===== config.mk =====
export PLATFORM = sky130hd
export DESIGN_NAME = gbe_buf_port
export DESIGN_NICKNAME = d
export VERILOG_FILES = /design/src/hdl/gbe_cpu_defines.svh /design/src/hdl/gbe_cpu_pkg.sv /design/src/hdl/gbe_buf_port.sv
export SDC_FILE = /design/constraint.sdc
export NUM_CORES = 1
export LEC_CHECK = 0
export BUFFER_PORTS_ARGS = -buffer_cell sky130_fd_sc_hd__buf_2
export CAP_MARGIN = 20
export CORE_AREA = 2 2 142 144
export DETAILED_ROUTE_END_ITERATION = 7
export DIE_AREA = 0 0 144 146
export GPL_TIMING_DRIVEN = 0
export PLACE_DENSITY = 0.53
export SLEW_MARGIN = 10
export SYNTH_ARGS = -nofsm -noshare
export SYNTH_HDL_FRONTEND = slang
export SYNTH_SLANG_ARGS = --single-unit

===== constraint.sdc =====
create_clock -name vclk -period 3.6
set_input_delay 0.72 -clock vclk [all_inputs]
set_output_delay 0.72 -clock vclk [all_outputs]
set_load 0.05 [all_outputs]

===== src/hdl/gbe_cpu_defines.svh =====
`ifndef GBE_CPU_DEFINES_SVH
`define GBE_CPU_DEFINES_SVH

// address windows
`define REGS_BASE       32'h0000_0000
`define REGS_HIGH       32'h0000_07ff
`define TXBUF_BASE      32'h0000_1000
`define TXBUF_HIGH      32'h0000_17ff
`define RXBUF_BASE      32'h0000_2000
`define RXBUF_HIGH      32'h0000_27ff
`define ARP_BASE        32'h0000_3000
`define ARP_HIGH        32'h0000_37ff
`define BUF_DEPTH_LOG2  8

// register word index, address bits 5:2
`define REG_MAC_HI      4'd0
`define REG_MAC_LO      4'd1
`define REG_GATEWAY     4'd3
`define REG_IPADDR      4'd4
`define REG_BUF_SIZES   4'd6
`define REG_PORT_CTRL   4'd8
`define REG_XAUI_STATUS 4'd9
`define REG_PHY_CONFIG  4'd10
`define REG_MC_IP       4'd12
`define REG_MC_MASK     4'd13

// reset values
`define DEF_MAC         48'hffff_ffff_ffff
`define DEF_IP          32'hffff_ffff
`define DEF_PORT        16'hffff
`define DEF_GATEWAY     8'd0
`define DEF_ENABLE      1'b0
`define DEF_MC_IP       32'h0000_0000
`define DEF_MC_MASK     32'h0000_0000
`define DEF_RXEQMIX     3'b111
`define DEF_PREEMPH     4'b0100
`define DEF_POSTEMPH    5'b00000
`define DEF_DIFFCTRL    4'b1010

`endif

===== src/hdl/gbe_cpu_pkg.sv =====
package gbe_cpu_pkg;

  // wishbone side
  typedef logic [31:0] wb_word_t;
  typedef logic [3:0]  wb_sel_t;

  // memory entries, 256 deep
  typedef logic [7:0]  buf_addr_t;
  typedef logic [63:0] buf_word_t;
  typedef logic [47:0] arp_word_t;

  // network fields
  typedef logic [47:0] mac_addr_t;
  typedef logic [31:0] ip_addr_t;
  typedef logic [15:0] udp_port_t;
  typedef logic [7:0]  buf_size_t;

  typedef enum logic [2:0] {
    region_none,
    region_regs,
    region_txbuf,
    region_rxbuf,
    region_arp
  } wb_region_e;

endpackage


===== src/hdl/gbe_buf_port.sv =====
`timescale 1ns/1ps

module gbe_buf_port import gbe_cpu_pkg::*; (
  input  wb_region_e region_i,
  input  logic       hi_half_i,
  input  wb_sel_t    wb_sel_i,
  input  wb_word_t   wb_dat_i,
  input  buf_word_t  tx_rd_i,
  input  buf_word_t  rx_rd_i,
  input  arp_word_t  arp_rd_i,
  output buf_word_t  tx_wr_o,
  output arp_word_t  arp_wr_o,
  output wb_word_t   mem_rdata_o
);

  function automatic wb_word_t half_of(buf_word_t entry, logic hi);
    return hi ? entry[63:32] : entry[31:0];
  endfunction

  // tx buffer merge, selected half only, per byte lane
  always_comb begin
    tx_wr_o = tx_rd_i;
    for (int i = 0; i < 4; i++) begin
      if (wb_sel_i[i]) begin
        if (hi_half_i)
          tx_wr_o[32 + 8*i +: 8] = wb_dat_i[8*i +: 8];
        else
          tx_wr_o[8*i +: 8] = wb_dat_i[8*i +: 8];
      end
    end
  end

  // arp entry is a 48 bit MAC, selects ignored
  always_comb begin
    if (hi_half_i)
      arp_wr_o = {wb_dat_i[15:0], arp_rd_i[31:0]};
    else
      arp_wr_o = {arp_rd_i[47:32], wb_dat_i};
  end

  always_comb begin
    case (region_i)
      region_txbuf:
        mem_rdata_o = half_of(tx_rd_i, hi_half_i);
      region_rxbuf:
        mem_rdata_o = half_of(rx_rd_i, hi_half_i);
      region_arp:
        mem_rdata_o = hi_half_i ? {16'b0, arp_rd_i[47:32]} : arp_rd_i[31:0];
      default:
        mem_rdata_o = '0;
    endcase
  end

endmodule


# After elaboration in Yosys (flattened, before gate mapping)
# Index checks and enable logic that the tools add are counted.
# word_totals
reg_bits	0
in_bits	216
out_inout_bits	144
elab_cells	24
# op_classes
eq_ne	3
mux	21
# op_table
op	n
2-to-1 mux 8 bit	16
2-to-1 mux 32 bit	3
case mux 32 bit (3 select lines)	1
2-to-1 mux 48 bit	1
== test 3 x 2 -> 1 bit (second input constant)	2
== test 3 bit (second input constant)	1

# Longest topological paths before layout
# depth
depth_word	2
depth_mapped	5

# Worst setup path after synthesis
# Ideal clock, no wire load.
# synth_path
path_kind	input to output
startpoint	input hi_half_i
endpoint	output mem_rdata_o[10]
t_arrival_ns	2.411
required_time_ns	2.880
slack_ns	0.469
path_stages	5
cell_sequence	buf_4 > buf_4 > buf_4 > mux2i_1 > o21ai_0
# synth_via
elab_chain_len	2
word_cells_on_any_way	4
classes_between	4 x mux
# synth_rtl
item	line_no	source
start, declared	gbe_buf_port.sv:5	input logic hi_half_i,
2-to-1 mux 32 bit, on equally long branches	gbe_buf_port.sv:48, gbe_buf_port.sv:17	
case mux 32 bit (3 select lines) *	gbe_buf_port.sv:42	case (region_i)
end, declared	gbe_buf_port.sv:13	output wb_word_t mem_rdata_o
# Mark *: on every way between the ends. The rest lies on a longest branch, timed or not.

# Worst setup path after layout
# layout_path
startpoint	input region_i[1]
endpoint	output mem_rdata_o[28]
# layout_via
elab_chain_len	2
word_cells_on_any_way	4
classes_between	3 x eq/ne; 1 x mux
# layout_rtl
item	line_no	source
start, declared	gbe_buf_port.sv:4	input wb_region_e region_i,
== test 3 bit / == test 3 x 2 -> 1 bit (equally long branches)	gbe_buf_port.sv:42	
case mux 32 bit (3 select lines) *	gbe_buf_port.sv:42	
# Marked as above.

==> results.txt <==
post-detailed-route DRC marker count - 0
top cells by area in the synthesized netlist - sky130_fd_sc_hd__mux2_2 45%, sky130_fd_sc_hd__mux2i_1 29%, sky130_fd_sc_hd__o22a_1 5.1%
cell chain of the critical path - buf_2 > nor4b_4 > clkbuf_1 > nand2_1 > o221ai_1 > buf_2
cell with the largest stage delay on the worst path - sky130_fd_sc_hd__nor4b_4
worst path buffer plus inverter count - 3
cell count after synthesis - 297
floorplan die height - 146 µm
chip width - 144 µm
reported leakage power - 0.00262 µW
buffers added on ports - 360
wire length of the first global-routing pass - 23.9 mm
Clock Buffer Count - 0
worst endpoint data arrival time - 2.50 ns
number of antenna violations at the first check in global routing - 0
worst slack, placed - 0.360 ns
final setup fails - 0
Total GRT Usage - 0.149
worst relative slew slack - 0.564
minimum clock period after layout - 3.22 ns
core region area - 19300 µm²
portion of synthesized cell area occupied by the leading cell type - 0.449
number of top-level design ports - 360
final number of hold-violating endpoints - 0
syn_area_per_cell - 9.29 µm²
share of cells above drive strength 1 - 0.758
antenna diode count - 0
CTS hold repair buffers - 0
synthesized netlist net count - 513
router iterations before antenna repair - 4
post-synthesis cell area - 2760 µm²
worst vdd ir - 0.0695 mV
Detailed Route Iter0 Violations - 111
internal cell power - 329 µW
Area growth syn-to-layout - 77.4%
power density relative to cell area - 212 nW/µm²
post-route core utilization - 0.253
layout sequential cell count - 0
vias after detailed routing - 4009
sequential cell area - 0 µm²
detail-routed net length per standard cell - 18.9 µm
wire length after detailed routing - 17.4 mm
worst hold path cell count - 4
Largest stage delay, worst path - 0.62 ns
relative contribution of combinational cells to total power - 1.000
sequential share of the synthesized area - 0
achievable clock frequency - 310 MHz
DIE AREA - 21000 µm²
post-CTS resize count - 0
number of nets with antenna violations after detailed routing - 0
Switching Fraction - 0.683
Worst EP required - 2.88 ns
setup_tns - 0 ns
worst-margin pin slew - 0.652 ns
cell type with the largest total area after synthesis - sky130_fd_sc_hd__mux2_2
total half-perimeter wirelength after legalization and detailed placement - 14.6 mm
critical path startpoint category - input port
Worst path most repeated cell - sky130_fd_sc_hd__buf_2
post-layout worst setup margin - 0.379 ns
Clock power frac - 0
net switching power - 708 µW
maximum number of pins on one net before global-route repair - 11
unrepaired setup endpoints after global routing - false
result of the run - completed
Critical Path Sink Type - primary output
final weighted congestion in routability-driven placement - 0.914
family of cells with the greatest summed delay on the critical path - buffers and inverters
number of violations of the max-capacitance limit - 0
fin nets - 875
Remaining Overflow, GRT - 0
via density per instance - 4.35
final cycle utilization of the critical path - 0.895
initial core utilization - 0.143
depth of the critical timing path with buffers and inverters included - 6
Unique masters post-synth - 20
max-slew violation total from the final report - 0
via count of the first global-routing pass - 4003
Rows - 51
critical path type - in -> out
yosys synthesis warning count - 0
path type of the worst min-delay path - in -> out
largest fanout of any net on the critical path - 10
register share of total power - 0
post-CTS repair timing setup buffer count - 0
==> per-layer routing <==
layer  global-route usage  vias up  routed length (µm)
met4               0.0181        0                 161
met1                0.191     1887                7520
li1                     -     1900                   -
met5                    0        -                   0
met2                0.276      208                8700
met3               0.0115       14                1030
==> layout make-up <==
| class | instances | area (µm²) |
|---|---|---|
| Fill cell | 2141 | 14400 |
| Multi-Input combinational cell | 269 | 2580 |
| Timing Repair Buffer | 360 | 1800 |
| Tap cell | 265 | 332 |
| Buffer | 28 | 176 |
==> synth_stat cells (2+ instances only) <==
cell / n
sky130_fd_sc_hd__mux2_2: 110
sky130_fd_sc_hd__mux2i_1: 80
sky130_fd_sc_hd__nand2_1: 16
sky130_fd_sc_hd__o22a_1: 16
sky130_fd_sc_hd__o221ai_1: 15
sky130_fd_sc_hd__o21ai_0: 14
sky130_fd_sc_hd__buf_2: 12
sky130_fd_sc_hd__buf_4: 7
sky130_fd_sc_hd__clkbuf_1: 5
sky130_fd_sc_hd__buf_6: 4
sky130_fd_sc_hd__nand2_2: 4
sky130_fd_sc_hd__nor2b_1: 3
sky130_fd_sc_hd__o21ai_1: 3
sky130_fd_sc_hd__mux2_1: 2
==> kinds of logic (layout without fill, tap and decap cells) <==
family	count (synthesis)	after routing	share of synthesized area
AOI/OAI and AO/OA	49	49	0.132
buffers and inverters	28	388	0.0640
and+or+nand+nor	28	28	0.0558
muxes	192	192	0.748
==> power by group through the flow <==
stage / combinational (µW) / sequential (µW) / clock [µW]
floorplan: 713 / 0 / 0
global placement: 1040 / 0 / 0
detailed placement: 1040 / 0 / 0
CTS: 1040 / 0 / 0
global route: 1090 / 0 / 0
finish: 1040 / 0 / 0
==> tightest hold or removal path: cells and delay by family <==
kind | cells | cell delay (ns)
simple gates | 1 | 0.04
compound gates | 1 | 0.05
buf+inv | 2 | 0.34
==> metrics by stage <==
step	total power [µW]	instances	instance area (µm²)	hold slack, ns
global placement	1040	922	4890	1.88
finish	1040	922	4890	1.88
detailed placement	1040	922	4890	1.88
CTS	1040	922	4890	1.89
floorplan	713	297	2760	1.74
global route	1090	922	4890	1.91
==> layout by cell type, fill, tap and decap left out, types with 2 or more instances in the layout <==
cell	synthesis	layout
sky130_fd_sc_hd__o22a_1	16	16
sky130_fd_sc_hd__mux2i_1	80	80
sky130_fd_sc_hd__buf_4	7	7
sky130_fd_sc_hd__mux2_2	110	110
sky130_fd_sc_hd__mux2_1	2	2
sky130_fd_sc_hd__o221ai_1	15	15
sky130_fd_sc_hd__clkbuf_1	5	5
sky130_fd_sc_hd__nand2_2	4	4
sky130_fd_sc_hd__buf_6	4	4
sky130_fd_sc_hd__o21ai_1	3	3
sky130_fd_sc_hd__o21ai_0	14	14
sky130_fd_sc_hd__buf_2	12	372
sky130_fd_sc_hd__nor2b_1	3	3
sky130_fd_sc_hd__nand2_1	16	16
==> path summary, 6_finish.rpt <==
kind	to	from
min	mem_rdata_o[23]	arp_rd_i[23]
max	mem_rdata_o[28]	region_i[1]
(Power assumes the default switching activity.)
