<file path="src/hdl/gbe_cpu_defines.svh">
`ifndef GBE_CPU_DEFINES_SVH
`define GBE_CPU_DEFINES_SVH

// address windows
`define REGS_BASE       32'h0000_0000
`define REGS_HIGH       32'h0000_07ff
`define TXBUF_BASE      32'h0000_1000
`define TXBUF_HIGH      32'h0000_17ff
`define RXBUF_BASE      32'h0000_2000
`define RXBUF_HIGH      32'h0000_27ff
`define ARP_BASE        32'h0000_3000
`define ARP_HIGH        32'h0000_37ff
`define BUF_DEPTH_LOG2  8

// register word index, address bits 5:2
`define REG_MAC_HI      4'd0
`define REG_MAC_LO      4'd1
`define REG_GATEWAY     4'd3
`define REG_IPADDR      4'd4
`define REG_BUF_SIZES   4'd6
`define REG_PORT_CTRL   4'd8
`define REG_XAUI_STATUS 4'd9
`define REG_PHY_CONFIG  4'd10
`define REG_MC_IP       4'd12
`define REG_MC_MASK     4'd13

// reset values
`define DEF_MAC         48'hffff_ffff_ffff
`define DEF_IP          32'hffff_ffff
`define DEF_PORT        16'hffff
`define DEF_GATEWAY     8'd0
`define DEF_ENABLE      1'b0
`define DEF_MC_IP       32'h0000_0000
`define DEF_MC_MASK     32'h0000_0000
`define DEF_RXEQMIX     3'b111
`define DEF_PREEMPH     4'b0100
`define DEF_POSTEMPH    5'b00000
`define DEF_DIFFCTRL    4'b1010

`endif
</file>
<file path="src/hdl/gbe_cpu_pkg.sv">
package gbe_cpu_pkg;

  // wishbone side
  typedef logic [31:0] wb_word_t;
  typedef logic [3:0]  wb_sel_t;

  // memory entries, 256 deep
  typedef logic [7:0]  buf_addr_t;
  typedef logic [63:0] buf_word_t;
  typedef logic [47:0] arp_word_t;

  // network fields
  typedef logic [47:0] mac_addr_t;
  typedef logic [31:0] ip_addr_t;
  typedef logic [15:0] udp_port_t;
  typedef logic [7:0]  buf_size_t;

  typedef enum logic [2:0] {
    region_none,
    region_regs,
    region_txbuf,
    region_rxbuf,
    region_arp
  } wb_region_e;

endpackage

</file>
<file path="src/hdl/gbe_wb_decode.sv">
`timescale 1ns/1ps
`include "gbe_cpu_defines.svh"

module gbe_wb_decode import gbe_cpu_pkg::*; (
  input  logic       wb_clk_i,
  input  logic       wb_rst_i,
  input  logic       wb_cyc_i,
  input  logic       wb_stb_i,
  input  logic       wb_we_i,
  input  wb_word_t   wb_adr_i,
  output logic       wb_ack_o,
  output logic       wb_err_o,
  output wb_region_e region_o,
  output buf_addr_t  word_o,
  output logic       hi_half_o,
  output logic       reg_we_o,
  output logic       reg_sel_o,
  output logic       mem_we_o,
  output logic       accept_o
);

  logic wait_q;
  logic illegal;
  logic mem_wr;

  function automatic logic in_window(wb_word_t adr, wb_word_t base, wb_word_t high);
    return (adr - base) <= (high - base);
  endfunction

  always_comb begin
    region_o = region_none;
    if (in_window(wb_adr_i, `REGS_BASE, `REGS_HIGH))
      region_o = region_regs;
    else if (in_window(wb_adr_i, `TXBUF_BASE, `TXBUF_HIGH))
      region_o = region_txbuf;
    else if (in_window(wb_adr_i, `RXBUF_BASE, `RXBUF_HIGH))
      region_o = region_rxbuf;
    else if (in_window(wb_adr_i, `ARP_BASE, `ARP_HIGH))
      region_o = region_arp;
  end

  // upper 32 bits live at the lower word address
  assign word_o    = wb_adr_i[10:3];
  assign hi_half_o = ~wb_adr_i[2];

  assign accept_o  = wb_cyc_i && wb_stb_i && !wb_ack_o && !wb_err_o && !wait_q;
  assign illegal   = (region_o == region_none) || (region_o == region_rxbuf && wb_we_i);
  assign mem_wr    = wb_we_i && (region_o == region_txbuf || region_o == region_arp);

  assign reg_sel_o = accept_o && (region_o == region_regs);
  assign reg_we_o  = reg_sel_o && wb_we_i;

  // old entry is back from the RAM by now
  assign mem_we_o  = wait_q;

  always_ff @(posedge wb_clk_i) begin
    if (wb_rst_i) begin
      wb_ack_o <= 1'b0;
      wb_err_o <= 1'b0;
      wait_q   <= 1'b0;
    end else begin
      wb_ack_o <= wait_q || (accept_o && !illegal && !mem_wr);
      wb_err_o <= accept_o && illegal;
      wait_q   <= accept_o && mem_wr;
    end
  end

endmodule

</file>
<file path="config.mk">
export PLATFORM = sky130hd
export DESIGN_NAME = gbe_wb_decode
export DESIGN_NICKNAME = d
export VERILOG_FILES = /design/src/hdl/gbe_cpu_pkg.sv /design/src/hdl/gbe_wb_decode.sv
export VERILOG_INCLUDE_DIRS = /design/src /design/src/hdl
export SDC_FILE = /design/constraint.sdc
export NUM_CORES = 1
export LEC_CHECK = 0
export BUFFER_PORTS_ARGS = -buffer_cell sky130_fd_sc_hd__buf_2
export CAP_MARGIN = 20
export CORE_MARGIN = 4
export CORE_UTILIZATION = 45
export CTS_BUF_LIST = sky130_fd_sc_hd__clkbuf_16
export DETAILED_ROUTE_END_ITERATION = 6
export GPL_TIMING_DRIVEN = 0
export HOLD_SLACK_MARGIN = 0.12
export PLACE_DENSITY = 0.93
export SKIP_LAST_GASP = 1
export SYNTH_ARGS = -nofsm -noshare
export SYNTH_HDL_FRONTEND = slang
export SYNTH_SLANG_ARGS = --single-unit
</file>
<file path="constraint.sdc">
create_clock -name wb_clk_i -period 3.5 [get_ports wb_clk_i]
set_input_delay 0.7 -clock wb_clk_i [delete_from_list [all_inputs] [get_ports wb_clk_i]]
set_output_delay 0.7 -clock wb_clk_i [all_outputs]
set_load 0.01 [all_outputs]
</file>
Word level (Yosys, flattened, before mapping)
Cells that the tools add are included.
{"block": "word_totals", "regBits": 3, "in_bits": 37, "output_inout_bits": 18, "elab_cells": 40}
{"block": "classes", "n_addsub": 3, "n_lt_le_gt_ge": 4, "n_eq_ne": 4, "muxes": 4, "n_bitwise": 1, "reduce_logical": 21}
{"cell": "$le A32 B11 Y1 const B", "n": 4}
{"cell": "$sub A32 B14 Y32 const B", "n": 2}
{"cell": "$sub A32 B13 Y32 const B", "n": 1}
{"cell": "$logic_and A1 B1 Y1", "n": 12}
{"cell": "$mux W3", "n": 4}
{"cell": "$eq A3 B2 Y1 const B", "n": 2}
{"cell": "$logic_not A1 Y1", "n": 5}
{"cell": "$eq A3 B1 Y1 const B", "n": 1}
{"cell": "$eq A3 B3 Y1 const B", "n": 1}
{"cell": "$logic_not A3 Y1", "n": 1}
{"cell": "$logic_or A1 B1 Y1", "n": 3}
{"cell": "$not A1 Y1", "n": 1}

Longest topological paths before layout
{"block": "logic_depth", "depth_word": 13, "depth_mapped": 9, "ltp_nobuf": 9}

Worst setup path after synthesis
OpenSTA, ideal clock, no wires.
{"block": "synth_path", "path_kind": "input -> output", "from": "input port wb_adr_i[23]", "to": "output port region_o[1]", "t_arrival_ps": 2266, "t_required_ps": 2800, "slack_ps": 534, "cell_stages": 7, "cell_sequence": "buf_6 > or2_1 > or3_1 > or4_1 > o32ai_1 > o2111ai_1 > nand2_1"}
{"block": "synth_between", "elab_chain_len": 5, "word_cells_on_any_way": 8, "cone_classes": "add/sub: 2; order compare: 3; mux: 3"}
{"item": "from (decl)", "line_no": "gbe_wb_decode.sv:10", "source": "input wb_word_t wb_adr_i,"}
{"item": "$sub A32 B14 Y32", "line_no": "gbe_wb_decode.sv:27", "source": "return (adr - base) <= (high - base);"}
{"item": "$le A32 B11 Y1", "line_no": "gbe_wb_decode.sv:27"}
{"item": "$mux W3", "line_no": "gbe_wb_decode.sv:36", "source": "else if (in_window(wb_adr_i, `RXBUF_BASE, `RXBUF_HIGH))"}
{"item": "$mux W3", "line_no": "gbe_wb_decode.sv:34", "source": "else if (in_window(wb_adr_i, `TXBUF_BASE, `TXBUF_HIGH))"}
{"item": "$mux W3 *", "line_no": "gbe_wb_decode.sv:32", "source": "if (in_window(wb_adr_i, `REGS_BASE, `REGS_HIGH))"}
{"item": "to (decl)", "line_no": "gbe_wb_decode.sv:13", "source": "output wb_region_e region_o,"}
Every way passes the cells marked *; elsewhere a longest branch is shown, timed or not.

Final worst setup path
{"block": "layout_path", "from": "input port wb_adr_i[16]", "to": "output port region_o[1]"}
Same word-level chain as after synthesis.

==> results.sh <==
export IMPL_crit_fanout=7
export IMPL_area_growth_pct=33.7
export IMPL_cts_sinks=3
export IMPL_grt_busiest_layer="met2"
export IMPL_cts_path_max_buffers=2
export IMPL_dieArea_um2=3040
export IMPL_power_frac_seq_pct=11.2
export IMPL_swShare_pct=27.9
export IMPL_drtPass1Iterations=4
export IMPL_overflow=0
export IMPL_fin_setup_tns_ns=0
export IMPL_wire_per_inst_um=14.5
export IMPL_critical_path_required_ns=2.80
export IMPL_drive_above_1_share_pct=40.7
export IMPL_whs_endpoint="wb_ack_o"
export IMPL_synth_top_area_cell="xnor2_1"
export IMPL_place_area_um2=1230
export IMPL_via_per_inst=6.01
export IMPL_status="finished clean"
export IMPL_synth_edf_count=0
export IMPL_holdPathStages=2
export IMPL_die_h_um=55.2
export IMPL_synth_common_cells="14 x nor2_1, 12 x nand2_1, 8 x buf_4, 8 x nor4_1"
export IMPL_core_area_um2=2040
export IMPL_grt_pass1_vias=1037
export IMPL_die_width_um=55.2
export IMPL_wl_um=3030
export IMPL_cp_top_family="simple AND/OR/NAND/NOR gates"
export IMPL_fin_worst_skew_ns=0.00239
export IMPL_clk_latency_ns=0.22
export IMPL_reg2regPathDepth=4
export IMPL_synth_top_area_share_pct=6.13
export IMPL_worst_setup_path_type="in -> out"
export IMPL_peakVddDrop_v=0.000252
export IMPL_pwr_share_comb_pct=31.2
export IMPL_holdCritPathClass="reg -> reg"
export IMPL_timing_rr_start="wb_ack_o"
export IMPL_cts_root_buffer="clkbuf_16"
export IMPL_clk_pin_slew_ns=0.03
export IMPL_min_period_ns=3.34
export IMPL_switchingPower_w=0.0000874
export IMPL_fin_area_um2=1340
export IMPL_maxSlewViolCount=0
export IMPL_first_iter_violations=38
export IMPL_antennaDiodeCount=0
export IMPL_max_freq_mhz=299
export IMPL_grt_max_degree=11
export IMPL_use_met1_pct=27.2
export IMPL_rrSetupSlack_ns=2.04
export IMPL_use_met2_pct=35.6
export IMPL_ys_flop_type="dfxtp_1"
export IMPL_critPathSlowestCell="o31a_2"
export IMPL_cts_max_level=1
export IMPL_drc=0
export IMPL_cts_hold_buffers_added=0
export IMPL_rsz0062_at_grt="no"
export IMPL_grt_pass1_wl_um=4640
export IMPL_ant_nets=0
export IMPL_r2r_end="wb_ack_o"
export IMPL_cp_end_kind="output pin"
export IMPL_maxCapViolCount=0
export IMPL_synth_most_common_cell="nor2_1"
export IMPL_numCtsBuffers=3
export IMPL_track_usage_pct=20.2
export IMPL_portBuffers=39
export IMPL_power_density_nw_per_um2=234
export IMPL_postSynthCellCount=137
export IMPL_cpMostUsedCell="buf_2"
export IMPL_synth_fp_nets=176
export IMPL_cp_cell_sequence="buf_2 > nor3_1 > nand3b_1 > o31a_2 > nor4_1 > o2111ai_2 > nand2_1 > buf_2"
export IMPL_cp_start_kind="primary input"
export IMPL_place_congestion=0.918
export IMPL_synth_seq_cells=3
export IMPL_cts_tree="built"
export IMPL_hold_path_startpoint="mem_we_o"
export IMPL_synth_cell_types=52
export IMPL_syn_cell_area_um2=1000
export IMPL_async_flop_share_pct=0
export IMPL_vias=1257
export IMPL_crit_arrival_ns=2.64
export IMPL_p_leak_nw=0.558
export IMPL_rows=16
export IMPL_ioPinCount=55
export IMPL_antenna_found_initial=0
export IMPL_synth_area_leaders="xnor2_1 6.1%, dfxtp_1 6.0%, buf_4 6.0%, nor2_1 5.3%, nor4_1 5.0%"
export IMPL_synth_avg_cell_area_um2=7.31
export IMPL_num_nets_final=222
export IMPL_slew_headroom_pct=56.8
export IMPL_worst_path_buf_inv=2
export IMPL_fin_crit_sh_pct=95.5
export IMPL_p_int_w=0.000226
export IMPL_setup_viol=0
export IMPL_grt_util_met3_pct=1.07
export IMPL_start_util_pct=49.0
export IMPL_max_stage_delay_ns=0.42
export IMPL_ys_seq_area_share_pct=6.00
export IMPL_dpl_hpwl_um=2490
export IMPL_tightest_slew_ns=0.642
export IMPL_yosys_warnings=0
export IMPL_clkPwrFrac_pct=57.6
export IMPL_finalHoldViolCount=0
[tightest hold or removal path, cell delays in order (launching register included)]
cell and delay [ns]:
dfxtp_1 0.33, nand2b_1 0.08, o311ai_0 0.10
[timing repair]
item	4_1_cts	5_1_grt
endpoints found under the setup margin	1	1
pin swaps	0	0
resized for setup	1	1
buffers inserted	0	2
cloned	0	0
[state kept, by name, indices dropped and copies added (netlist names)]
register  flops
mem_we_o      1
wb_err_o      1
wb_ack_o      1
[cells in the final DEF, fill, tap and decap left out, types with 3 or more instances in the layout]
cell / n
nand4b_1: 3
nor4_1: 8
nand3b_1: 4
or4_1: 3
buf_4: 10
buf_2: 41
nor2_1: 14
nand2_1: 12
nand3_1: 7
dfxtp_1: 3
clkbuf_16: 3
xnor2_1: 7
inv_1: 8
nor3_1: 7
[logic make-up after synthesis]
kind of cell | Yosys count | synth area share [%]
buffers and inverters | 20 | 12.3
flip-flops | 3 | 6.00
XOR/XNOR | 7 | 6.13
AO/OA/AOI/OAI | 20 | 17.3
AND/OR/NAND/NOR | 84 | 54.9
multiplexers | 1 | 1.00
adder cells (fa/ha/maj) | 2 | 2.50
[stage by stage]
step                       power, W  worst slack [ns]  util, %  cells  hold WS (ns)
after floorplan           0.0000913             0.534        -    137         0.526
after global placement     0.000128            0.0559     60.2    203         0.486
after detailed placement   0.000130           -0.0408     60.2    203         0.492
after CTS                  0.000313            0.0745     64.5    207         0.559
after global routing       0.000325           0.00374     65.6    209         0.582
final                      0.000314             0.158     65.6    209         0.557
[worst max-delay path by stage]
stage / to / cells past startpoint / slack (ns) / startpoint
after floorplan: region_o[1] / 7 / 0.53 / wb_adr_i[23]
after global placement: region_o[1] / 10 / 0.06 / wb_adr_i[14]
after detailed placement: region_o[1] / 10 / -0.04 / wb_adr_i[14]
after CTS: region_o[1] / 10 / 0.07 / wb_adr_i[14]
after global routing: region_o[1] / 10 / 0.004 / wb_adr_i[14]
final: region_o[1] / 8 / 0.16 / wb_adr_i[16]
[per-layer routing]
layer / vias up / part of all wire, % / wire [µm]
li1: 611 / - / -
met5: - / 0 / 0
met4: 0 / 1.3 / 38
met2: 65 / 50 / 1510
met3: 6 / 7.8 / 236
met1: 575 / 41 / 1240
[final cells by class]
cell class	count	area (µm²)
Tap cell	27	33.8
Inverter	7	26.3
Fill cell	185	703
Clock inverter	1	3.75
Multi-Input combinational cell	114	833
Clock buffer	3	75.1
Sequential cell	3	60.1
Buffer	13	96.3
Timing Repair Buffer	41	210
[power groups by stage]
stage	Clock (W)	Combinational (W)	Sequential, W
3_3_place_gp	0	0.0000923	0.0000355
5_1_grt	0.000182	0.000108	0.0000351
2_1_floorplan	0	0.0000555	0.0000358
4_1_cts	0.000182	0.0000964	0.0000351
6_report	0.000181	0.0000979	0.0000351
3_5_place_dp	0	0.0000947	0.0000355
Power figures use the tool's default switching activity.
