<file path="src/hdl/gbe_cpu_defines.svh">
`ifndef GBE_CPU_DEFINES_SVH
`define GBE_CPU_DEFINES_SVH

// address windows
`define REGS_BASE       32'h0000_0000
`define REGS_HIGH       32'h0000_07ff
`define TXBUF_BASE      32'h0000_1000
`define TXBUF_HIGH      32'h0000_17ff
`define RXBUF_BASE      32'h0000_2000
`define RXBUF_HIGH      32'h0000_27ff
`define ARP_BASE        32'h0000_3000
`define ARP_HIGH        32'h0000_37ff
`define BUF_DEPTH_LOG2  8

// register word index, address bits 5:2
`define REG_MAC_HI      4'd0
`define REG_MAC_LO      4'd1
`define REG_GATEWAY     4'd3
`define REG_IPADDR      4'd4
`define REG_BUF_SIZES   4'd6
`define REG_PORT_CTRL   4'd8
`define REG_XAUI_STATUS 4'd9
`define REG_PHY_CONFIG  4'd10
`define REG_MC_IP       4'd12
`define REG_MC_MASK     4'd13

// reset values
`define DEF_MAC         48'hffff_ffff_ffff
`define DEF_IP          32'hffff_ffff
`define DEF_PORT        16'hffff
`define DEF_GATEWAY     8'd0
`define DEF_ENABLE      1'b0
`define DEF_MC_IP       32'h0000_0000
`define DEF_MC_MASK     32'h0000_0000
`define DEF_RXEQMIX     3'b111
`define DEF_PREEMPH     4'b0100
`define DEF_POSTEMPH    5'b00000
`define DEF_DIFFCTRL    4'b1010

`endif
</file>
<file path="src/hdl/gbe_cpu_pkg.sv">
package gbe_cpu_pkg;

  // wishbone side
  typedef logic [31:0] wb_word_t;
  typedef logic [3:0]  wb_sel_t;

  // memory entries, 256 deep
  typedef logic [7:0]  buf_addr_t;
  typedef logic [63:0] buf_word_t;
  typedef logic [47:0] arp_word_t;

  // network fields
  typedef logic [47:0] mac_addr_t;
  typedef logic [31:0] ip_addr_t;
  typedef logic [15:0] udp_port_t;
  typedef logic [7:0]  buf_size_t;

  typedef enum logic [2:0] {
    region_none,
    region_regs,
    region_txbuf,
    region_rxbuf,
    region_arp
  } wb_region_e;

endpackage

</file>
<file path="src/hdl/gbe_cfg_regs.sv">
`timescale 1ns/1ps
`include "gbe_cpu_defines.svh"

module gbe_cfg_regs import gbe_cpu_pkg::*; (
  input  logic        wb_clk_i,
  input  logic        wb_rst_i,
  input  logic        reg_we_i,
  input  logic        reg_sel_i,
  input  logic [3:0]  reg_idx_i,
  input  wb_sel_t     wb_sel_i,
  input  wb_word_t    wb_dat_i,
  input  logic [7:0]  xaui_status_i,
  input  logic [15:0] mgt_status_i,
  input  buf_size_t   cpu_rx_size_i,
  input  logic        cpu_tx_done_i,
  input  logic        soft_reset_ack_i,
  output wb_word_t    reg_rdata_o,
  output mac_addr_t   local_mac_o,
  output ip_addr_t    local_ip_o,
  output udp_port_t   local_port_o,
  output logic [7:0]  local_gateway_o,
  output logic        local_enable_o,
  output ip_addr_t    local_mc_ip_o,
  output ip_addr_t    local_mc_mask_o,
  output logic [2:0]  mgt_rxeqmix_o,
  output logic [3:0]  mgt_txpreemph_o,
  output logic [4:0]  mgt_txpostemph_o,
  output logic [3:0]  mgt_txdiffctrl_o,
  output buf_size_t   cpu_tx_size_o,
  output logic        cpu_tx_ready_o,
  output logic        cpu_rx_ack_o,
  output logic        soft_reset_o
);

  logic [3:0] rd_idx_q;

  function automatic wb_word_t lane_merge(wb_word_t old_w, wb_word_t new_w, wb_sel_t sel);
    wb_word_t res;
    res = old_w;
    for (int i = 0; i < 4; i++) begin
      if (sel[i])
        res[8*i +: 8] = new_w[8*i +: 8];
    end
    return res;
  endfunction

  always_ff @(posedge wb_clk_i) begin
    if (wb_rst_i) begin
      rd_idx_q         <= '0;
      local_mac_o      <= `DEF_MAC;
      local_ip_o       <= `DEF_IP;
      local_port_o     <= `DEF_PORT;
      local_gateway_o  <= `DEF_GATEWAY;
      local_enable_o   <= `DEF_ENABLE;
      local_mc_ip_o    <= `DEF_MC_IP;
      local_mc_mask_o  <= `DEF_MC_MASK;
      mgt_rxeqmix_o    <= `DEF_RXEQMIX;
      mgt_txpreemph_o  <= `DEF_PREEMPH;
      mgt_txpostemph_o <= `DEF_POSTEMPH;
      mgt_txdiffctrl_o <= `DEF_DIFFCTRL;
      cpu_tx_size_o    <= '0;
      cpu_tx_ready_o   <= 1'b0;
      cpu_rx_ack_o     <= 1'b0;
      soft_reset_o     <= 1'b0;
    end else begin
      // packet sent by the fabric
      if (cpu_tx_done_i) begin
        cpu_tx_size_o  <= '0;
        cpu_tx_ready_o <= 1'b0;
      end
      // rx double buffer swapped once tx size is back to zero
      if (cpu_tx_size_o == '0)
        cpu_rx_ack_o <= 1'b0;
      if (soft_reset_ack_i)
        soft_reset_o <= 1'b0;
      if (reg_sel_i)
        rd_idx_q <= reg_idx_i;
      if (reg_we_i) begin
        case (reg_idx_i)
          `REG_MAC_HI: begin
            if (wb_sel_i[0])
              local_mac_o[39:32] <= wb_dat_i[7:0];
            if (wb_sel_i[1])
              local_mac_o[47:40] <= wb_dat_i[15:8];
          end
          `REG_MAC_LO:
            local_mac_o[31:0] <= lane_merge(local_mac_o[31:0], wb_dat_i, wb_sel_i);
          `REG_GATEWAY: begin
            if (wb_sel_i[0])
              local_gateway_o <= wb_dat_i[7:0];
          end
          `REG_IPADDR:
            local_ip_o <= lane_merge(local_ip_o, wb_dat_i, wb_sel_i);
          `REG_BUF_SIZES: begin
            if (wb_sel_i[0] && wb_dat_i[7:0] == 8'd0)
              cpu_rx_ack_o <= 1'b1;
            if (wb_sel_i[2]) begin
              cpu_tx_size_o  <= wb_dat_i[23:16];
              cpu_tx_ready_o <= 1'b1;
            end
          end
          `REG_PORT_CTRL: begin
            if (wb_sel_i[0])
              local_port_o[7:0] <= wb_dat_i[7:0];
            if (wb_sel_i[1])
              local_port_o[15:8] <= wb_dat_i[15:8];
            if (wb_sel_i[2])
              local_enable_o <= wb_dat_i[16];
            if (wb_sel_i[3] && wb_dat_i[24])
              soft_reset_o <= 1'b1;
          end
          `REG_PHY_CONFIG: begin
            if (wb_sel_i[0])
              mgt_rxeqmix_o <= wb_dat_i[2:0];
            if (wb_sel_i[1])
              mgt_txpostemph_o <= wb_dat_i[12:8];
            if (wb_sel_i[2])
              mgt_txpreemph_o <= wb_dat_i[19:16];
            if (wb_sel_i[3])
              mgt_txdiffctrl_o <= wb_dat_i[27:24];
          end
          `REG_MC_IP:
            local_mc_ip_o <= lane_merge(local_mc_ip_o, wb_dat_i, wb_sel_i);
          `REG_MC_MASK:
            local_mc_mask_o <= lane_merge(local_mc_mask_o, wb_dat_i, wb_sel_i);
          default: begin
          end
        endcase
      end
    end
  end

  always_comb begin
    case (rd_idx_q)
      `REG_MAC_HI:      reg_rdata_o = {16'b0, local_mac_o[47:32]};
      `REG_MAC_LO:      reg_rdata_o = local_mac_o[31:0];
      `REG_GATEWAY:     reg_rdata_o = {24'b0, local_gateway_o};
      `REG_IPADDR:      reg_rdata_o = local_ip_o;
      `REG_BUF_SIZES:   reg_rdata_o = {8'b0, cpu_tx_size_o, 8'b0,
                                       cpu_rx_ack_o ? 8'b0 : cpu_rx_size_i};
      `REG_PORT_CTRL:   reg_rdata_o = {7'b0, soft_reset_o, 7'b0, local_enable_o, local_port_o};
      `REG_XAUI_STATUS: reg_rdata_o = {mgt_status_i, 8'b0, xaui_status_i};
      `REG_PHY_CONFIG:  reg_rdata_o = {4'b0, mgt_txdiffctrl_o, 4'b0, mgt_txpreemph_o,
                                       3'b0, mgt_txpostemph_o, 5'b0, mgt_rxeqmix_o};
      `REG_MC_IP:       reg_rdata_o = local_mc_ip_o;
      `REG_MC_MASK:     reg_rdata_o = local_mc_mask_o;
      default:          reg_rdata_o = '0;
    endcase
  end

endmodule

</file>
<file path="config.mk">
export PLATFORM = sky130hd
export DESIGN_NAME = gbe_cfg_regs
export DESIGN_NICKNAME = d
export VERILOG_FILES = /design/src/hdl/gbe_cpu_pkg.sv /design/src/hdl/gbe_cfg_regs.sv
export VERILOG_INCLUDE_DIRS = /design/src /design/src/hdl
export SDC_FILE = /design/constraint.sdc
export NUM_CORES = 1
export LEC_CHECK = 0
export BUFFER_PORTS_ARGS = -buffer_cell sky130_fd_sc_hd__buf_2
export CAP_MARGIN = 0
export CORE_UTILIZATION = 40
export DETAILED_ROUTE_END_ITERATION = 12
export HOLD_SLACK_MARGIN = 0.1
export PLACE_DENSITY = 0.69
export SKIP_LAST_GASP = 1
export SYNTH_ARGS = -nofsm -noshare
export SYNTH_HDL_FRONTEND = slang
export SYNTH_SLANG_ARGS = --single-unit
export TNS_END_PERCENT = 30
</file>
<file path="constraint.sdc">
create_clock -name wb_clk_i -period 1.4 [get_ports wb_clk_i]
set_clock_uncertainty 0.05 [all_clocks]
set_input_delay 0.07 -clock wb_clk_i [delete_from_list [all_inputs] [get_ports wb_clk_i]]
set_output_delay 0.07 -clock wb_clk_i [all_outputs]
set_load 0.01 [all_outputs]
</file>
---- Yosys cells after proc, flatten, opt, wreduce, memory -nomap -nowiden ----
Cells that the tools add are included.
W data, S select, Z words.
word-level totals
  bits in registers ....................... 200
  input port bits ......................... 78
  output and inout port bits .............. 228
  logic and storage cells ................. 98
cells by class
  equality and inequality tests ........... 17
  muxes and demuxes ....................... 18
  reductions and logical operators ........ 32
operators by type and width
  kind                  count
  $pmux W32 S10         1
  $reduce_and A3 Y1     26
  $mux W8               5
  $eq A4 B4 Y1 const B  9
  $eq A4 B3 Y1 const B  4
  $logic_not A8 Y1      2
  $mux W1               12
  $eq A4 B1 Y1 const B  2
  $eq A4 B2 Y1 const B  2
  $logic_not A4 Y1      2
  $logic_and A1 B1 Y1   2

---- Depth between registers and ports, before layout ----
  depth in word-level cells ............... 5
  mapped depth ............................ 7
  gate-level depth less buffers ........... 4

---- Worst setup path before layout ----
No wires, ideal clock.
  kind .................................... reg2out
  start point ............................. register rd_idx_q[1]
  end point ............................... output port reg_rdata_o[17]
  arrival time ............................ 1.482 ns
  required time ........................... 1.280 ns
  setup slack ............................. -0.202 ns
  cell stages (with the launch flop) ...... 7
  buffers on the path ..................... 3
  cells stage by stage .................... dfxtp_1 buf_2 and4bb_1 buf_2 buf_2 a222oi_1 nand3_1
on the way
  word-level cells in the longest chain between the ends .. 2
  elaborated cells on any way between the ends .. 11
  those cells by class .................... eq/ne: 9; mux: 1; reduce/logical: 1
RTL lines
  what                                        RTL line             RTL
  from (decl)                                 gbe_cfg_regs.sv:35   logic [3:0] rd_idx_q;
  from (signal assigned)                      gbe_cfg_regs.sv:77   rd_idx_q <= reg_idx_i;
  $eq A4 B4 Y1, or another cell as far along  gbe_cfg_regs.sv:134  case (rd_idx_q)
  $pmux W32 S10 (*)                           gbe_cfg_regs.sv:134
  to (decl)                                   gbe_cfg_regs.sv:17   output wb_word_t reg_rdata_o,
Mark *: on every way between the ends. The rest lies on a longest branch, timed or not.

---- Worst setup path in the final report ----
  start point ............................. register rd_idx_q[2]
  end point ............................... output port reg_rdata_o[24]
Same word-level chain as after synthesis.

==> results by group <==
Run status
  • Outcome: complete, but fails checks
  • Failing checks: negative setup slack

Clock tree
  • CTS Buf Count: 17
  • CTS tree: built
  • Clock root buffer: clkbuf_16
  • Sink Count: 200
  • CTS max path bufs: 2
  • Clock transition at path regs: about 0.08 ns
  • Clock latency on the worst-skew pair: between 0.4 and 0.5 ns
  • # H-tree levels: 4

STA
  • Tcrit/Tclk final: 153%
  • Final Hold Fails: 0
  • Min Tclk post-route: between 2 and 2.5 ns
  • # setup viols final: 33
  • RSZ-0062 raised after global routing: true
  • Max-slew violations: 0
  • Rel. slew slack: between 60% and 70%
  • Worst-margin pin slew: between 0.5 and 0.6 ns
  • Highest clock rate: 0.466 GHz
  • Final worst slack: -0.745 ns

Drt
  • DR vias/cell: between 5 and 6
  • Detailed Routing Iterations Pass 1: 8
  • Final wirelength: between 30000 and 40000 um
  • DR iter-0 viols: ~810
  • Antenna Nets Post-Route: 0
  • Total number of vias: 9496
  • Residual DRC: 0
  • DR WL/cell: around 20 um

Power
  • Leak pwr: about 5.7 nW
  • Sequential power share: between 40% and 50%
  • Switching pwr: between 3 and 4 mW
  • Peak supply drop: 0.777 mV
  • Clk pwr share: 40.2%
  • Cell Int Power: 9.14 mW
  • Power share of the combinational group: between 10% and 20%
  • Pwr Density: 961 nW/um^2
  • Net Sw Frac: between 20% and 30%

Die
  • Core ar.: between 20000 and 25000 um^2
  • Die Area: approximately 23000 um^2
  • Die Span Y: ~150 um
  • Rows: 53
  • IO Count: between 300 and 400
  • Die W: 150 um
  • Initial Util: between 40% and 50%

Flow run
  • Max Cap Violations: 0

Synthesis
  • Sequential share of the synthesized area: a little under half
  • Post-Syn Nets: approximately 1100
  • Top FF cell, synth: dfxtp_1
  • Fraction of registers with async set/reset: 0%
  • Post-synth EDFFs: 0
  • Cell Area, Synth: slightly below 9000 um^2
  • Avg Cell Area, Syn: a little under 9 um^2
  • Synthesized instance count: about 980
  • Yosys reg bits: 200
  • Yosys cell types: 41
  • Ys Warns: 0

Place
  • Routability cong.: roughly 0.84
  • PortBufs: approximately 310
  • Pre-CTS WS: -0.402 ns
  • Cell count after placement: roughly 1600
  • Hpwl dp: roughly 23000 um

Finish
  • Post-route insts no fill: roughly 1700
  • Most common cell after layout, fill and taps aside: buf_2
  • Final net count: 1500
  • Layout Utilization: 60.7%
  • Share of post-route cells with drive strength above 1: a little over a third
  • Layout area overhead: 46.9%
  • Most frequent cells in the layout: 304 x buf_2, 199 x nand2_1, 196 x dfxtp_1

Global routing
  • Initial antenna violation count: 1
  • GR met1 Demand/Resource: a little under two fifths
  • GRT overflow: 0
  • First-pass GRT wire length: 50700 um
  • Grt peak-use layer: met2
  • Routing usage on met3: under 10%
  • All-Layer GR Usage: about 30%
  • Global-route met2 utilization: 49.4%
  • Vias in the first global route: 8879
  • Largest net degree at the start of global routing: 62

Setup path
  • CP required: between 1 and 1.5 ns
  • Crit path max fanout: 12
  • WS Path Type: register to primary output
  • Cell depth of the worst flop-to-flop path: 3
  • Critical path arrival: about 2.0 ns
  • CP Capture Type: primary output
  • Startpoint Class: register

Worst hold path
  • Worst Hold Class: primary input to register
  • Hold depth: 5
power by group through the flow:
stage	clock network [mW]	registers (mW)	logic, mW
6_report	4.99	5.82	1.61
3_5_place_dp	0	5.94	1.44
4_1_cts	5.07	5.81	1.55
3_3_place_gp	0	5.94	1.42
2_1_floorplan	0	5.95	0.709
5_1_grt	5.32	5.82	1.73
critical path, cell delays in order (launching register included):
cell and delay, ns:
dfxtp_4 0.45, buf_4 0.15, nor4b_4 0.04, buf_4 0.14, buf_4 0.13, buf_4 0.12
a222oi_1 0.29, nand3_1 0.11, buf_2 0.15
cells in the mapped netlist, types with 8 or more instances:
library cell | number | area, um^2
clkbuf_1 | 44 | 165
nand2_1 | 199 | 747
a221oi_1 | 9 | 78.8
a21oi_1 | 25 | 125
nand3b_1 | 88 | 661
nor2_1 | 87 | 327
a22o_1 | 8 | 70.1
a22oi_1 | 64 | 480
dfxtp_1 | 200 | 4000
nand4_1 | 8 | 50.1
mux2i_1 | 77 | 771
buf_2 | 20 | 100
a211o_1 | 19 | 166
nor2b_1 | 20 | 125
nand3_1 | 37 | 185
a222oi_1 | 19 | 190
path summary, 6_finish.rpt:
kind	from	endpoint	slack [ns]
setup reg to reg	cpu_tx_size_o[7]	cpu_rx_ack_o	0.06
hold / removal	wb_sel_i[1]	local_mac_o[11]	0.12
hold reg to reg	local_port_o[10]	local_port_o[10]	0.44
setup / recovery	rd_idx_q[2]	reg_rdata_o[24]	-0.75
cell families (layout without fill, tap and decap cells):
kind of cell	count (synthesis)	in the layout	share of synthesized area [%]
buffers and inverters	69	521	3.53
other	0	2	0
AOI/OAI and AO/OA	150	150	13.0
and+or+nand+nor	487	487	29.3
DFF	200	200	45.5
muxes	77	77	8.76
sequential cells by signal, summed over array words and instances, names as in the netlist:
signal	cells
cpu_rx_ack_o	1
cpu_tx_ready_o	1
cpu_tx_size_o	8
local_enable_o	1
local_gateway_o	8
local_ip_o	32
local_mac_o	48
local_mc_ip_o	32
local_mc_mask_o	32
local_port_o	16
mgt_rxeqmix_o	3
mgt_txdiffctrl_o	4
mgt_txpostemph_o	5
mgt_txpreemph_o	4
rd_idx_q	4
soft_reset_o	1
routing by layer:
metal  up-vias  wire length (um)
met5         -                 0
met4         0               654
met3        54              2530
met2       413             16600
met1      4620             14300
li1       4409                 -
per-stage QoR:
stage	area [um^2]	hold slack, ns	TNS, ns	power, mW
after floorplan	8900	0.138	-1.41	6.66
after global placement	11600	0.280	-27.17	7.36
after detailed placement	11600	0.280	-29.03	7.38
after CTS	12800	0.120	-22.09	12.4
after global routing	12900	0.135	-24.47	12.9
final	12900	0.122	-21.13	12.4
layout make-up:
cell class              count  area (um^2)
flip-flops and latches    200         4020
diodes                      2         5.00
clock buffers              20          457
clock inverters            12          134
fillers                  1849         8360
multi-input cells         714         4610
well taps                 275          344
repair buffers            489         3360
what timing repair did:
action,4_1_cts,5_1_grt
hold endpoints to repair,200,0
gates cloned,1,1
pin swaps,11,8
endpoints found under the setup margin,32,41
buffers inserted,7,5
gates resized for setup,23,9
hold buffers,41,0
Note: power is estimated with default switching activity, not from simulation.
